### src/hdl/fpga_consts.svh
/* Sizes, register map and timing for the motor-control subsystem.
   BAUD_CYCLES and PWM_PRESCALE are in system clock cycles; changing them retimes both outputs. */
`ifndef FPGA_CONSTS_SVH
`define FPGA_CONSTS_SVH

// Register bus
`define DATA_W          8       // Register data width
`define ADDR_W          6       // Register address width

// Register map
`define NUM_DRIVE       4       // Drive UART channels
`define NUM_SERVO       4       // Servo PWM channels
`define DRIVE_BASE      6'h00   // Drive n at DRIVE_BASE + n
`define SERVO_BASE      6'h04   // Servo n at SERVO_BASE + n

// Timing
`define BAUD_CYCLES     16      // Clocks per UART bit
`define PWM_PRESCALE    4       // Clocks per PWM tick, 256 ticks per period
`define SPI_FRAME_BITS  16      // Bits per SPI frame

`endif
### src/hdl/fpga_pkg.sv
/* Drive command byte with a raw view and a motor-field view.
   Field order is fixed by the motor controller's UART protocol. */
`include "fpga_consts.svh"

package fpga_pkg;

    //////////////////////////////////////////////////
    // Drive command
    //////////////////////////////////////////////////
    typedef union packed {
        logic [`DATA_W-1:0] raw;        // Byte as stored in the register file
        struct packed {
            logic       brake;          // Motor brake, MSB
            logic       enable;         // Motor enable
            logic       direction;      // Spin direction
            logic [4:0] speed;          // Speed magnitude
        } motor;                        // Field view for the transmitter
    } drive_cmd_t;

endpackage

### src/hdl/fpga_top.sv
/* Motor-control subsystem: SPI register access, four drive UARTs, four servo PWMs.
   Single clock domain; SPI pins are sampled by spi_slave. */
`timescale 1ns/1ns
`include "fpga_consts.svh"

module fpga_top (
    input  logic                  clock,       // System clock
    input  logic                  reset,       // Sync reset, active high
    input  logic                  spi_clock,   // SPI clock from host
    input  logic                  cs_n,        // Active low chip select
    input  logic                  mosi,        // Host to slave data
    output logic                  miso,        // Slave to host data
    output logic [`NUM_DRIVE-1:0] sd_uart,     // Drive motor UART lines
    output logic [`NUM_SERVO-1:0] servo_pwm    // Arm servo PWM lines
);

    logic [`ADDR_W-1:0]   address;                  // Register address
    logic                 write_en;                 // Write strobe
    logic [`DATA_W-1:0]   wr_data;                  // Write data
    logic                 read_en;                  // Read strobe
    logic [`DATA_W-1:0]   rd_data;                  // Readback
    fpga_pkg::drive_cmd_t drive_cmd [`NUM_DRIVE];   // {brake, enable, direction, speed}
    logic [`DATA_W-1:0]   servo_pos [`NUM_SERVO];   // Servo positions

    //////////////////////////////////////////////////
    // Host access
    //////////////////////////////////////////////////
    spi_slave spi_slave_i (
        .clock     (clock),
        .reset     (reset),
        .spi_clock (spi_clock),
        .cs_n      (cs_n),
        .mosi      (mosi),
        .rd_data   (rd_data),
        .miso      (miso),
        .address   (address),
        .write_en  (write_en),
        .wr_data   (wr_data),
        .read_en   (read_en)
    );

    reg_file reg_file_i (
        .clock     (clock),
        .reset     (reset),
        .address   (address),
        .write_en  (write_en),
        .wr_data   (wr_data),
        .read_en   (read_en),
        .rd_data   (rd_data),
        .drive_cmd (drive_cmd),
        .servo_pos (servo_pos)
    );

    //////////////////////////////////////////////////
    // Drive motors, one UART each
    //////////////////////////////////////////////////
    for (genvar g = 0; g < `NUM_DRIVE; g++) begin : g_drive
        drive_uart_tx drive_uart_tx_i (
            .clock   (clock),
            .reset   (reset),
            .cmd     (drive_cmd[g]),    // Brake and enable go out as bits 7 and 6
            .uart_tx (sd_uart[g])
        );
    end

    //////////////////////////////////////////////////
    // Arm servos
    //////////////////////////////////////////////////
    servo_pwm servo_pwm_i (
        .clock     (clock),
        .reset     (reset),
        .servo_pos (servo_pos),
        .servo_pwm (servo_pwm)
    );

endmodule

### src/hdl/servo_pwm.sv
/* Four servo PWM outputs on one 256-tick period of PWM_PRESCALE clocks per tick.
   Positions update only at the period boundary; outputs lag the counter by one clock. */
`timescale 1ns/1ns
`include "fpga_consts.svh"

module servo_pwm (
    input  logic               clock,                  // System clock
    input  logic               reset,                  // Sync reset, active high
    input  logic [`DATA_W-1:0] servo_pos [`NUM_SERVO], // Requested positions
    output logic [`NUM_SERVO-1:0] servo_pwm            // PWM outputs
);

    logic [$clog2(`PWM_PRESCALE)-1:0] pre_cnt;         // Prescaler
    logic [`DATA_W-1:0]               tick_cnt;        // Shared period counter
    logic [`DATA_W-1:0]               pos_q [`NUM_SERVO]; // Positions for this period
    logic                             tick;            // Counter advances
    logic                             wrap;            // Counter returns to 0

    assign tick = (pre_cnt == $bits(pre_cnt)'(`PWM_PRESCALE - 1));
    assign wrap = tick && (tick_cnt == '1);

    always_ff @(posedge clock) begin
        if (reset) begin
            pre_cnt   <= '0;
            tick_cnt  <= '0;
            servo_pwm <= '0;
            for (int i = 0; i < `NUM_SERVO; i++) begin
                pos_q[i] <= '0;
            end
        end else begin
            pre_cnt <= tick ? '0 : pre_cnt + 1'b1;
            if (tick) begin
                tick_cnt <= tick_cnt + 1'b1;           // Wraps at 256
            end
            for (int i = 0; i < `NUM_SERVO; i++) begin
                if (wrap) begin
                    pos_q[i] <= servo_pos[i];          // Glitch-free update
                end
                servo_pwm[i] <= (tick_cnt < pos_q[i]); // High for pos ticks
            end
        end
    end

    // Zero position means no pulse at all
    for (genvar g = 0; g < `NUM_SERVO; g++) begin : g_chk
        a_zero_low: assert property (@(posedge clock) disable iff (reset)
            (pos_q[g] == '0) |-> !servo_pwm[g]);
    end

endmodule

### src/hdl/drive_uart_tx.sv
/* 8N1 transmitter that resends the drive command forever, one idle bit between frames.
   The command is sampled at each start bit, so a change shows up within two frames. */
`timescale 1ns/1ns
`include "fpga_consts.svh"

module drive_uart_tx (
    input  logic                 clock,     // System clock
    input  logic                 reset,     // Sync reset, active high
    input  fpga_pkg::drive_cmd_t cmd,       // Command to send
    output logic                 uart_tx    // Serial line, idle high
);

    localparam logic [1:0] ST_IDLE  = 2'd0;    // One idle bit
    localparam logic [1:0] ST_START = 2'd1;
    localparam logic [1:0] ST_DATA  = 2'd2;
    localparam logic [1:0] ST_STOP  = 2'd3;

    logic [1:0]                       state;
    logic [$clog2(`BAUD_CYCLES)-1:0]  baud_cnt;    // Cycles within a bit
    logic [$clog2(`DATA_W)-1:0]       bit_idx;     // Data bit being sent
    logic [`DATA_W-1:0]               tx_byte;     // Frame payload
    logic                             baud_tick;   // Last cycle of a bit

    assign baud_tick = (baud_cnt == $bits(baud_cnt)'(`BAUD_CYCLES - 1));

    always_ff @(posedge clock) begin
        if (reset) begin
            state    <= ST_IDLE;
            baud_cnt <= '0;
            bit_idx  <= '0;
            uart_tx  <= 1'b1;
        end else if (!baud_tick) begin
            baud_cnt <= baud_cnt + 1'b1;
        end else begin
            baud_cnt <= '0;
            case (state)
                ST_IDLE: begin
                    state   <= ST_START;
                    uart_tx <= 1'b0;                           // Start bit
                    tx_byte <= {cmd.motor.brake, cmd.motor.enable,
                                cmd.motor.direction, cmd.motor.speed};
                end
                ST_START: begin
                    state   <= ST_DATA;
                    bit_idx <= '0;
                    uart_tx <= tx_byte[0];                     // LSB first
                end
                ST_DATA: begin
                    if (bit_idx == $bits(bit_idx)'(`DATA_W - 1)) begin
                        state   <= ST_STOP;
                        uart_tx <= 1'b1;                       // Stop bit
                    end else begin
                        bit_idx <= bit_idx + 1'b1;
                        uart_tx <= tx_byte[bit_idx + 1'b1];
                    end
                end
                default: begin
                    state   <= ST_IDLE;                        // Gap before next frame
                    uart_tx <= 1'b1;
                end
            endcase
        end
    end

    // Line is never low outside start and data bits
    a_idle_high: assert property (@(posedge clock) disable iff (reset)
        (state == ST_STOP || state == ST_IDLE) |-> uart_tx);

endmodule

### src/hdl/reg_file.sv
/* Drive and servo registers, one byte each, all visible on output ports.
   Unmapped addresses read as 0 and drop writes; readback is registered. */
`timescale 1ns/1ns
`include "fpga_consts.svh"

module reg_file (
    input  logic                 clock,                     // System clock
    input  logic                 reset,                     // Sync reset, active high
    input  logic [`ADDR_W-1:0]   address,                   // Register address
    input  logic                 write_en,                  // Write strobe
    input  logic [`DATA_W-1:0]   wr_data,                   // Write data
    input  logic                 read_en,                   // Read strobe
    output logic [`DATA_W-1:0]   rd_data,                   // Readback, valid after read_en
    output fpga_pkg::drive_cmd_t drive_cmd [`NUM_DRIVE],    // Drive commands
    output logic [`DATA_W-1:0]   servo_pos [`NUM_SERVO]     // Servo positions
);

    logic [`DATA_W-1:0] rd_next;                            // Decoded readback

    //////////////////////////////////////////////////
    // Read decode
    //////////////////////////////////////////////////
    always_comb begin
        rd_next = '0;                                       // Unmapped reads 0
        for (int i = 0; i < `NUM_DRIVE; i++) begin
            if (address == `ADDR_W'(`DRIVE_BASE + i)) begin
                rd_next = drive_cmd[i].raw;
            end
        end
        for (int i = 0; i < `NUM_SERVO; i++) begin
            if (address == `ADDR_W'(`SERVO_BASE + i)) begin
                rd_next = servo_pos[i];
            end
        end
    end

    //////////////////////////////////////////////////
    // Storage
    //////////////////////////////////////////////////
    always_ff @(posedge clock) begin
        if (reset) begin
            rd_data <= '0;
            for (int i = 0; i < `NUM_DRIVE; i++) begin
                drive_cmd[i].raw <= '0;                     // Motors stopped
            end
            for (int i = 0; i < `NUM_SERVO; i++) begin
                servo_pos[i] <= '0;                         // No servo pulse
            end
        end else begin
            if (read_en) begin
                rd_data <= rd_next;
            end
            if (write_en) begin
                for (int i = 0; i < `NUM_DRIVE; i++) begin
                    if (address == `ADDR_W'(`DRIVE_BASE + i)) begin
                        drive_cmd[i].raw <= wr_data;        // Stored as raw byte
                    end
                end
                for (int i = 0; i < `NUM_SERVO; i++) begin
                    if (address == `ADDR_W'(`SERVO_BASE + i)) begin
                        servo_pos[i] <= wr_data;
                    end
                end
            end
        end
    end

    // Strobed address must be driven, checks the SPI side too
    a_addr_known: assert property (@(posedge clock) disable iff (reset)
        (write_en || read_en) |-> !$isunknown(address));

endmodule

### src/hdl/spi_slave.sv
/* Mode-0 SPI slave, 16-bit frames: op, ignored bit, 6-bit address, 8-bit data.
   Pins are oversampled by the system clock; spi_clock half period must be >= 6 clocks. */
`timescale 1ns/1ns
`include "fpga_consts.svh"

module spi_slave (
    input  logic               clock,      // System clock
    input  logic               reset,      // Sync reset, active high
    input  logic               spi_clock,  // SPI clock from host
    input  logic               cs_n,       // Active low chip select
    input  logic               mosi,       // Host to slave data
    input  logic [`DATA_W-1:0] rd_data,    // Readback from register file
    output logic               miso,       // Slave to host data
    output logic [`ADDR_W-1:0] address,    // Register address
    output logic               write_en,   // One-cycle write strobe
    output logic [`DATA_W-1:0] wr_data,    // Write data
    output logic               read_en     // One-cycle read strobe
);

    logic [2:0]                            sclk_sync;  // Two sync stages plus edge history
    logic [1:0]                            cs_sync;    // Chip select synchronizer
    logic [1:0]                            mosi_sync;  // Data synchronizer
    logic                                  sclk_rise;  // Rising SPI edge seen
    logic                                  sclk_fall;  // Falling SPI edge seen
    logic                                  cs_active;  // Frame in progress
    logic [$clog2(`SPI_FRAME_BITS):0]      bit_cnt;    // Bits received, up to 16
    logic [`SPI_FRAME_BITS-2:0]            shift_in;   // Bits received so far
    logic [`DATA_W-1:0]                    shift_out;  // Read data going out
    logic                                  read_en_q;  // rd_data valid this cycle

    assign sclk_rise = sclk_sync[1] & ~sclk_sync[2];
    assign sclk_fall = ~sclk_sync[1] & sclk_sync[2];
    assign cs_active = ~cs_sync[1];

    //////////////////////////////////////////////////
    // Pin synchronizers
    //////////////////////////////////////////////////
    always_ff @(posedge clock) begin
        if (reset) begin
            sclk_sync <= '0;
            cs_sync   <= 2'b11;                        // Deselected
            mosi_sync <= '0;
        end else begin
            sclk_sync <= {sclk_sync[1:0], spi_clock};
            cs_sync   <= {cs_sync[0], cs_n};
            mosi_sync <= {mosi_sync[0], mosi};
        end
    end

    //////////////////////////////////////////////////
    // Receive side and register strobes
    //////////////////////////////////////////////////
    always_ff @(posedge clock) begin
        if (reset) begin
            bit_cnt   <= '0;
            shift_in  <= '0;
            address   <= '0;
            wr_data   <= '0;
            write_en  <= 1'b0;
            read_en   <= 1'b0;
        end else begin
            write_en <= 1'b0;                          // Strobes last one cycle
            read_en  <= 1'b0;
            if (!cs_active) begin
                bit_cnt <= '0;                         // Short frame drops here
            end else if (sclk_rise && bit_cnt != `SPI_FRAME_BITS) begin
                shift_in <= {shift_in[`SPI_FRAME_BITS-3:0], mosi_sync[1]};
                bit_cnt  <= bit_cnt + 1'b1;
                if (bit_cnt == 7) begin                // Address byte complete
                    address <= {shift_in[4:0], mosi_sync[1]};
                    read_en <= shift_in[6];            // Op bit 1 = read
                end
                if (bit_cnt == `SPI_FRAME_BITS - 1 && !shift_in[14]) begin
                    wr_data  <= {shift_in[6:0], mosi_sync[1]};
                    write_en <= 1'b1;                  // Full write frame
                end
            end
        end
    end

    //////////////////////////////////////////////////
    // Transmit side
    //////////////////////////////////////////////////
    always_ff @(posedge clock) begin
        if (reset) begin
            read_en_q <= 1'b0;
            shift_out <= '0;
            miso      <= 1'b0;
        end else begin
            read_en_q <= read_en;
            if (!cs_active) begin
                shift_out <= '0;
                miso      <= 1'b0;
            end else if (read_en_q) begin
                shift_out <= rd_data;                  // Before the 8th falling edge
            end else if (sclk_fall) begin
                miso      <= shift_out[`DATA_W-1];     // MSB first
                shift_out <= {shift_out[`DATA_W-2:0], 1'b0};
            end
        end
    end

    // Op bit selects exactly one strobe per frame
    a_one_strobe: assert property (@(posedge clock) disable iff (reset)
        !(write_en && read_en));

endmodule

### config.mk
export PLATFORM = sky130hd
export DESIGN_NAME = fpga_top
export DESIGN_NICKNAME = d
export VERILOG_FILES = /design/src/hdl/fpga_pkg.sv /design/src/hdl/fpga_top.sv /design/src/hdl/servo_pwm.sv /design/src/hdl/drive_uart_tx.sv /design/src/hdl/reg_file.sv /design/src/hdl/spi_slave.sv
export VERILOG_INCLUDE_DIRS = /design/src /design/src/hdl
export SDC_FILE = /design/constraint.sdc
export NUM_CORES = 1
export LEC_CHECK = 0
export BUFFER_PORTS_ARGS = -buffer_cell sky130_fd_sc_hd__clkbuf_2
export CAP_MARGIN = 20
export CORE_UTILIZATION = 65
export DETAILED_ROUTE_END_ITERATION = 8
export GPL_TIMING_DRIVEN = 0
export PLACE_DENSITY = 0.82
export SLEW_MARGIN = 25
export SYNTH_ARGS = -nofsm -noshare
export SYNTH_HDL_FRONTEND = slang
export SYNTH_SLANG_ARGS = --single-unit
export TNS_END_PERCENT = 1
### constraint.sdc
create_clock -name clock -period 5 [get_ports clock]
set_clock_uncertainty 0.2 [all_clocks]
set_input_delay 0.5 -clock clock [delete_from_list [all_inputs] [get_ports clock]]
set_output_delay 0.5 -clock clock [all_outputs]
set_load 0.02 [all_outputs]
==> results.yml, run 1 <==
status:
  status: "complete, no violations"
setup_path:
  r2r-end: "servo_pwm_i.pos_q[0][5]"
  cp_num_buf_inv: 4
  path_class: "input port to flip-flop"
  crit_slowest_cell: "clkbuf_1"
  crit_fanout: 10
  path_delay_family: "buffers and inverters"
  reg2reg_from: "servo_pwm_i.pre_cnt[0]"
  r2r_cells: 6
  crit_top_cell: "clkbuf_1"
  arrival_ps: 2780
  worst_setup_path_start_kind: "input port"
  cpPeakStageDelay_ps: 640
  path_cells: "clkbuf_1, clkbuf_1, clkbuf_1, clkbuf_1, nor2_1"
  endpoint_kind: "flip-flop"
  required_ps: 5160
  rrSetupSlack_ps: 2560
global_routing:
  grt_pass1_vias: 7046
  grt_max_degree: 33
  antenna_found_initial: 0
  grt_pass1_wl_um: 36780
  grt_use_total_pct: 28.33
  grt-ovfl-total: 0
clocking:
  cts_setup_buffers: 0
  clk_latency_ps: 520
  clkTransAtPathRegs_ps: 60
  ctsHtreeMaxLevel: 1
  cts_buffers: 25
  cts-root-buf: "clkbuf_16"
  ctsLongestPathBuffers: 3
  cts_tree: "yes"
  clock-sinks: 243
timing:
  period_minus_slack_ps: 2622
  slew_violations: 0
  fin_setup_tns_ps: 0
  setup_viol: 0
  finalHoldViolCount: 0
  rsz0062_at_grt: "no"
  max_freq_mhz: 381.3
  slew_headroom_pct: 45.20
  fin_crit_sh_pct: 52.45
  tightest_slew_ps: 821.9
die:
  row_count: 46
  dieHeight_um: 130.3
  fp.dieArea_um2: 16990
  dieWidth_um: 130.3
  start_util_pct: 66.91
  core_um2: 16000
  io_pins: 14
finish:
  drive_gt1_share_pct: 10.80
  num_antenna_cells: 0
  multi_input_area_um2: 4742
  fin_util_pct: 74.62
  ff_latch_area_um2: 5505
  final_common_cell: "dfxtp_1"
  final_nets: 1122
  mostFrequentLayoutCells: "dfxtp_1 (179), nor2_1 (138), mux2i_1 (99)"
  syn2layout_area_growth_pct: 11.51
  nFillCells: 1087
drt:
  ant_nets: 0
  wl_per_cell_um: 17.92
  drc: 0
  wirelength_um: 23110
  drt-initial-drc-count: 618
  via_per_inst: 5.871
  dr.pass1.iters: 5
  num_vias: 7573
worst_hold_path:
  hold_path.class: "input port to flip-flop"
  min_to: "spi_slave_i.mosi_sync[0]"
  min_path_cells: 2
  worstHoldStart: "mosi"
yosys:
  synth_area_per_cell_um2: 10.55
  ys.flop_type: "dfxtp_1"
  synth-async-reset-ratio_pct: 0
  syn-cell-area_um2: 10710
  ys_warn_count: 0
  yosysUniqueCellTypes: 51
  ys_ff_latch: 243
  synth_edf_count: 64
  synth_nets: 1081
  synthCells: 1015
  seq_area_frac_synth_pct: 51.42
pwr:
  powerDensity_nw_per_um2: 342.7
  leakagePower_nw: 4.731
  ir_drop_v: 0.0003719
placement:
  portBuffers: 12
  dpl.hpwl_um: 15870
  gp_congestion: 0.9102
flow_run:
  maxCapViolCount: 0
[layer usage]
metal	vias up	track usage (%)	part of all wire, %
li1	3642	-	-
met1	3610	37.28	43
met2	256	47.25	47
met3	65	4.059	6.0
met4	0	11.49	3.8
met5	-	0	0
[sequential cells by signal, indices dropped and copies added, names as in the netlist, 3 cells and up]
register and flops:
g_drive.drive_uart_tx_i.baud_cnt 16, g_drive.drive_uart_tx_i.bit_idx 12, g_drive.drive_uart_tx_i.state 8, g_drive.drive_uart_tx_i.tx_byte 32, g_drive.drive_uart_tx_i.uart_tx 4, reg_file_i.drive_cmd 32
reg_file_i.rd_data 8, reg_file_i.servo_pos 32, servo_pwm_i.pos_q 32, servo_pwm_i.servo_pwm 4, servo_pwm_i.tick_cnt 8, spi_slave_i.address 6
spi_slave_i.bit_cnt 5, spi_slave_i.sclk_sync 3, spi_slave_i.shift_in 15, spi_slave_i.shift_out 8, spi_slave_i.wr_data 8
[synthesized netlist by cell type, drive strengths merged, types with 3 or more instances]
| cell | number | share of area [%] |
|---|---|---|
| dfxtp | 179 | 33 |
| nor2 | 138 | 4.8 |
| mux2i | 99 | 9.3 |
| edfxtp | 64 | 18 |
| ha | 61 | 7.1 |
| o21ai | 53 | 2.5 |
| nand2 | 51 | 1.8 |
| a21oi | 49 | 2.3 |
| inv | 49 | 1.7 |
| and2 | 34 | 2.0 |
| clkbuf | 31 | 1.1 |
| buf | 29 | 1.5 |
| nand3 | 22 | 1.1 |
| nor3 | 16 | 0.96 |
| and3 | 15 | 0.88 |
| mux4 | 15 | 3.2 |
| nor2b | 14 | 0.82 |
| nand4 | 13 | 0.82 |
| mux2 | 10 | 1.1 |
| xnor2 | 10 | 0.82 |
| a221oi | 7 | 0.57 |
| nor4 | 5 | 0.43 |
| a2111oi | 4 | 0.33 |
| a211oi | 4 | 0.28 |
| a21o | 4 | 0.28 |
| nand2b | 4 | 0.23 |
| nand4b | 4 | 0.33 |
| nor3b | 4 | 0.28 |
| nor4b | 4 | 0.39 |
| o311ai | 4 | 0.33 |
| xor2 | 4 | 0.33 |
| or2 | 3 | 0.18 |
[logic make-up (layout without fill, tap and decap cells)]
family,Yosys count,after routing,share of synthesized area (%)
simple gates,336,336,15.76
flops,243,243,51.42
compound gates,128,128,6.766
mux,124,124,13.46
buf+inv,109,168,4.312
fa+ha+maj,61,61,7.129
xor+xnor,14,14,1.145
[timing repair]
item	in CTS	in global routing
hold buffers	2	0
hold endpoints to repair	2	0
setup endpoints to repair	0	0
gates resized for setup	0	0
[power breakdown]
| group | switching, mW | internal [mW] | total (mW) |
|---|---|---|---|
| registers | 0.0150 | 2.04 | 2.05 |
| clock network | 0.752 | 1.19 | 1.94 |
| logic | 0.0654 | 0.0303 | 0.0956 |
| total | 0.832 | 3.26 | 4.09 |
[area by class of cell]
type                       count  share of cell area, %
timing repair buffer          14                 0.6707
buffer                        60                  2.327
clock inverter                 7                 0.7546
inverter                      49                  1.541
multi-input combinational    663                  39.72
sequential                   243                  46.11
tap                          216                  2.264
clock buffer                  38                  6.613
[worst register-to-register path, stage by stage (launching register included)]
cell	delay, ps
dfxtp_1	340
ha_1	160
clkbuf_1	300
nand3_1	140
nor2_1	240
nand3_1	130
nand2_2	560
[stage by stage]
step / cells / power (mW) / hold slack (ps) / setup slack, ps / instance area, um^2
4_1_cts: 1290 / 4.104 / 0.5037 / 2390 / 11940
6_report: 1290 / 4.092 / 6.480 / 2378 / 11940
5_1_grt: 1290 / 4.206 / 6.538 / 2272 / 11940
3_5_place_dp: 1243 / 2.189 / 198.1 / 1862 / 11040
2_1_floorplan: 1015 / 2.154 / 189.5 / 2635 / 10710
3_3_place_gp: 1243 / 2.184 / 191.0 / 1584 / 11040
[worst max-delay path by stage]
stage / slack, ps / from / endpoint / depth (start not counted)
2_1_floorplan: 2630 / servo_pwm_i.pre_cnt[0] / servo_pwm_i.pos_q[0][0] / 6
3_3_place_gp: 1580 / reset / servo_pwm_i.pos_q[0][30] / 4
3_5_place_dp: 1860 / reset / g_drive[1].drive_uart_tx_i.baud_cnt[2] / 5
4_1_cts: 2390 / reset / g_drive[3].drive_uart_tx_i.baud_cnt[2] / 5
5_1_grt: 2270 / reset / reg_file_i.drive_cmd[25] / 5
6_report: 2380 / reset / g_drive[3].drive_uart_tx_i.baud_cnt[2] / 5
Note: power is estimated with default switching activity, not from simulation.
==> run 2: changes to the inputs <==
--- a/config.mk
+++ b/config.mk
@@ -8,10 +8,10 @@
 export LEC_CHECK = 0
 export BUFFER_PORTS_ARGS = -buffer_cell sky130_fd_sc_hd__clkbuf_2
 export CAP_MARGIN = 20
-export CORE_UTILIZATION = 65
+export CORE_UTILIZATION = 63
 export DETAILED_ROUTE_END_ITERATION = 8
 export GPL_TIMING_DRIVEN = 0
-export PLACE_DENSITY = 0.82
+export PLACE_DENSITY = 0.8
 export SLEW_MARGIN = 25
 export SYNTH_ARGS = -nofsm -noshare
 export SYNTH_HDL_FRONTEND = slang
==> constraint.sdc (replaced) <==
create_clock -name clock -period 2.5 [get_ports clock]
set_clock_uncertainty 0.2 [all_clocks]
set_input_delay 0.25 -clock clock [delete_from_list [all_inputs] [get_ports clock]]
set_output_delay 0.25 -clock clock [all_outputs]
set_load 0.02 [all_outputs]
==> results.yml, run 2 (synthesis results as in run 1) <==
drt:
  drc: 0
  dr.pass1.iters: 5
  via_per_inst: 5.781
  wirelength_um: 22540
  num_vias: 7481
  drt-initial-drc-count: 504
  ant_nets: 0
  wl_per_cell_um: 17.42
status:
  status: "complete, no violations"
pwr:
  power.total_mw: 7.729
  swShare_pct: 20.97
  p_switching_mw: 1.621
  power.share.sequential_pct: 53.1
  power_frac_clock_pct: 44.5
  p_comb_share_pct: 2.5
  ir_drop_v: 0.0005468
  powerDensity_nw_per_um2: 653.0
  p_int_mw: 6.108
  leakagePower_nw: 4.677
placement:
  post-place-ws_ps: -349.6
  portBuffers: 12
  place_inst: 1247
  gp_congestion: 0.9212
  dpl.hpwl_um: 15650
die:
  dieWidth_um: 132.4
  row_count: 47
  start_util_pct: 64.56
  core_um2: 16580
  io_pins: 14
  dieHeight_um: 132.4
  fp.dieArea_um2: 17520
finish:
  ff_latch_area_um2: 5505
  syn2layout_area_growth_pct: 10.55
  mostFrequentLayoutCells: "dfxtp_1 (179), nor2_1 (138), mux2i_1 (99)"
  drive_gt1_share_pct: 10.34
  final_common_cell: "dfxtp_1"
  num_antenna_cells: 0
  nFillCells: 1197
  multi_input_area_um2: 4747
  fin_cells: 1294
  final_nets: 1122
global_routing:
  grt_pass1_wl_um: 36360
  antenna_found_initial: 0
  grt-ovfl-total: 0
  grt_use_total_pct: 26.14
  grt_max_degree: 33
  grt_pass1_vias: 7038
timing:
  rsz0062_at_grt: "yes"
  tightest_slew_ps: 841.1
  fin_setup_tns_ps: 0
  finalHoldViolCount: 0
  max_freq_mhz: 426.7
  slew_headroom_pct: 43.93
  slew_violations: 0
  worst_slack_ps: 156.3
  setup_viol: 0
  fin_crit_sh_pct: 93.75
  period_minus_slack_ps: 2344
clocking:
  cts_buffers: 24
  clock-sinks: 243
  ctsHtreeMaxLevel: 1
  ctsLongestPathBuffers: 3
  cts-root-buf: "clkbuf_16"
  cts_tree: "yes"
  clk_latency_ps: 510
  clkTransAtPathRegs_ps: 60
setup_path:
  crit_fanout: 10
  endpoint_kind: "flip-flop"
  required_ps: 2670
  worst_setup_path_start_kind: "input port"
  path_class: "input port to flip-flop"
  arrival_ps: 2510
flow_run:
  maxCapViolCount: 0
worst_hold_path:
  hold_path.class: "input port to flip-flop"
-- run 2: changes by cell type in the layout (fill, tap and decap cells not counted), moves of 2 or more --
cell / change
bufinv_16: -2
clkbuf_16: -2
clkinv_1: +3
clkinv_2: +4
clkbuf_8: -2
-- run 2: timing repair --
| action | 4_1_cts | 5_1_grt |
|---|---|---|
| setup buffers | 0 | 0 |
| resized for setup | 0 | 1 |
| endpoints found under the hold margin | 3 | 0 |
| setup endpoints to repair | 0 | 52 |
| hold buffers | 3 | 0 |
-- run 2: power by group through the flow --
stage          logic (mW)  registers, mW  clock network, mW
6_report            0.191           4.10               3.44
5_1_grt             0.212           4.11               3.64
4_1_cts             0.192           4.10               3.47
3_5_place_dp        0.187           4.19                  0
3_3_place_gp        0.181           4.19                  0
2_1_floorplan       0.120           4.19                  0
-- run 2: critical path: stages --
cell,delay (ps)
clkbuf_1,410
clkbuf_1,660
clkbuf_1,440
clkbuf_1,630
nor2_1,120
-- run 2: routing by layer --
| layer | share of wire, % | track usage [%] | vias up |
|---|---|---|---|
| met1 | 44 | 35.23 | 3557 |
| met3 | 6.2 | 4.152 | 47 |
| met4 | 2.7 | 8.493 | 0 |
| met5 | 0 | 0 | - |
| met2 | 47 | 43.19 | 237 |
| li1 | - | - | 3640 |
-- run 2: path summary, 6_finish.rpt --
path,to,start,depth (start not counted),slack (ps)
max,servo_pwm_i.tick_cnt[4],reset,5,160
min,servo_pwm_i.servo_pwm[2],reset,4,160
min reg2reg,spi_slave_i.cs_sync[1],spi_slave_i.cs_sync[0],1,210
max reg2reg,reg_file_i.rd_data[6],spi_slave_i.address[0],5,190
-- run 2: stage by stage --
stage | cell area (um^2) | utilization [%] | hold WS (ps)
6_report | 11840 | 71.37 | 158.0
5_1_grt | 11840 | 71.37 | 194.6
4_1_cts | 11830 | 71.34 | 142.1
3_5_place_dp | 11040 | 66.60 | 193.7
3_3_place_gp | 11040 | 66.58 | 193.0
2_1_floorplan | 10710 | - | 153.8
-- run 2: area by class of cell --
cell class,count,area share (%)
clock buffers,34,6.004
repair buffers,15,0.7611
flip-flops and latches,243,46.51
clock inverters,10,0.3911
well taps,220,2.326
plain buffers,60,2.347
multi-input cells,663,40.11
inverters,49,1.554
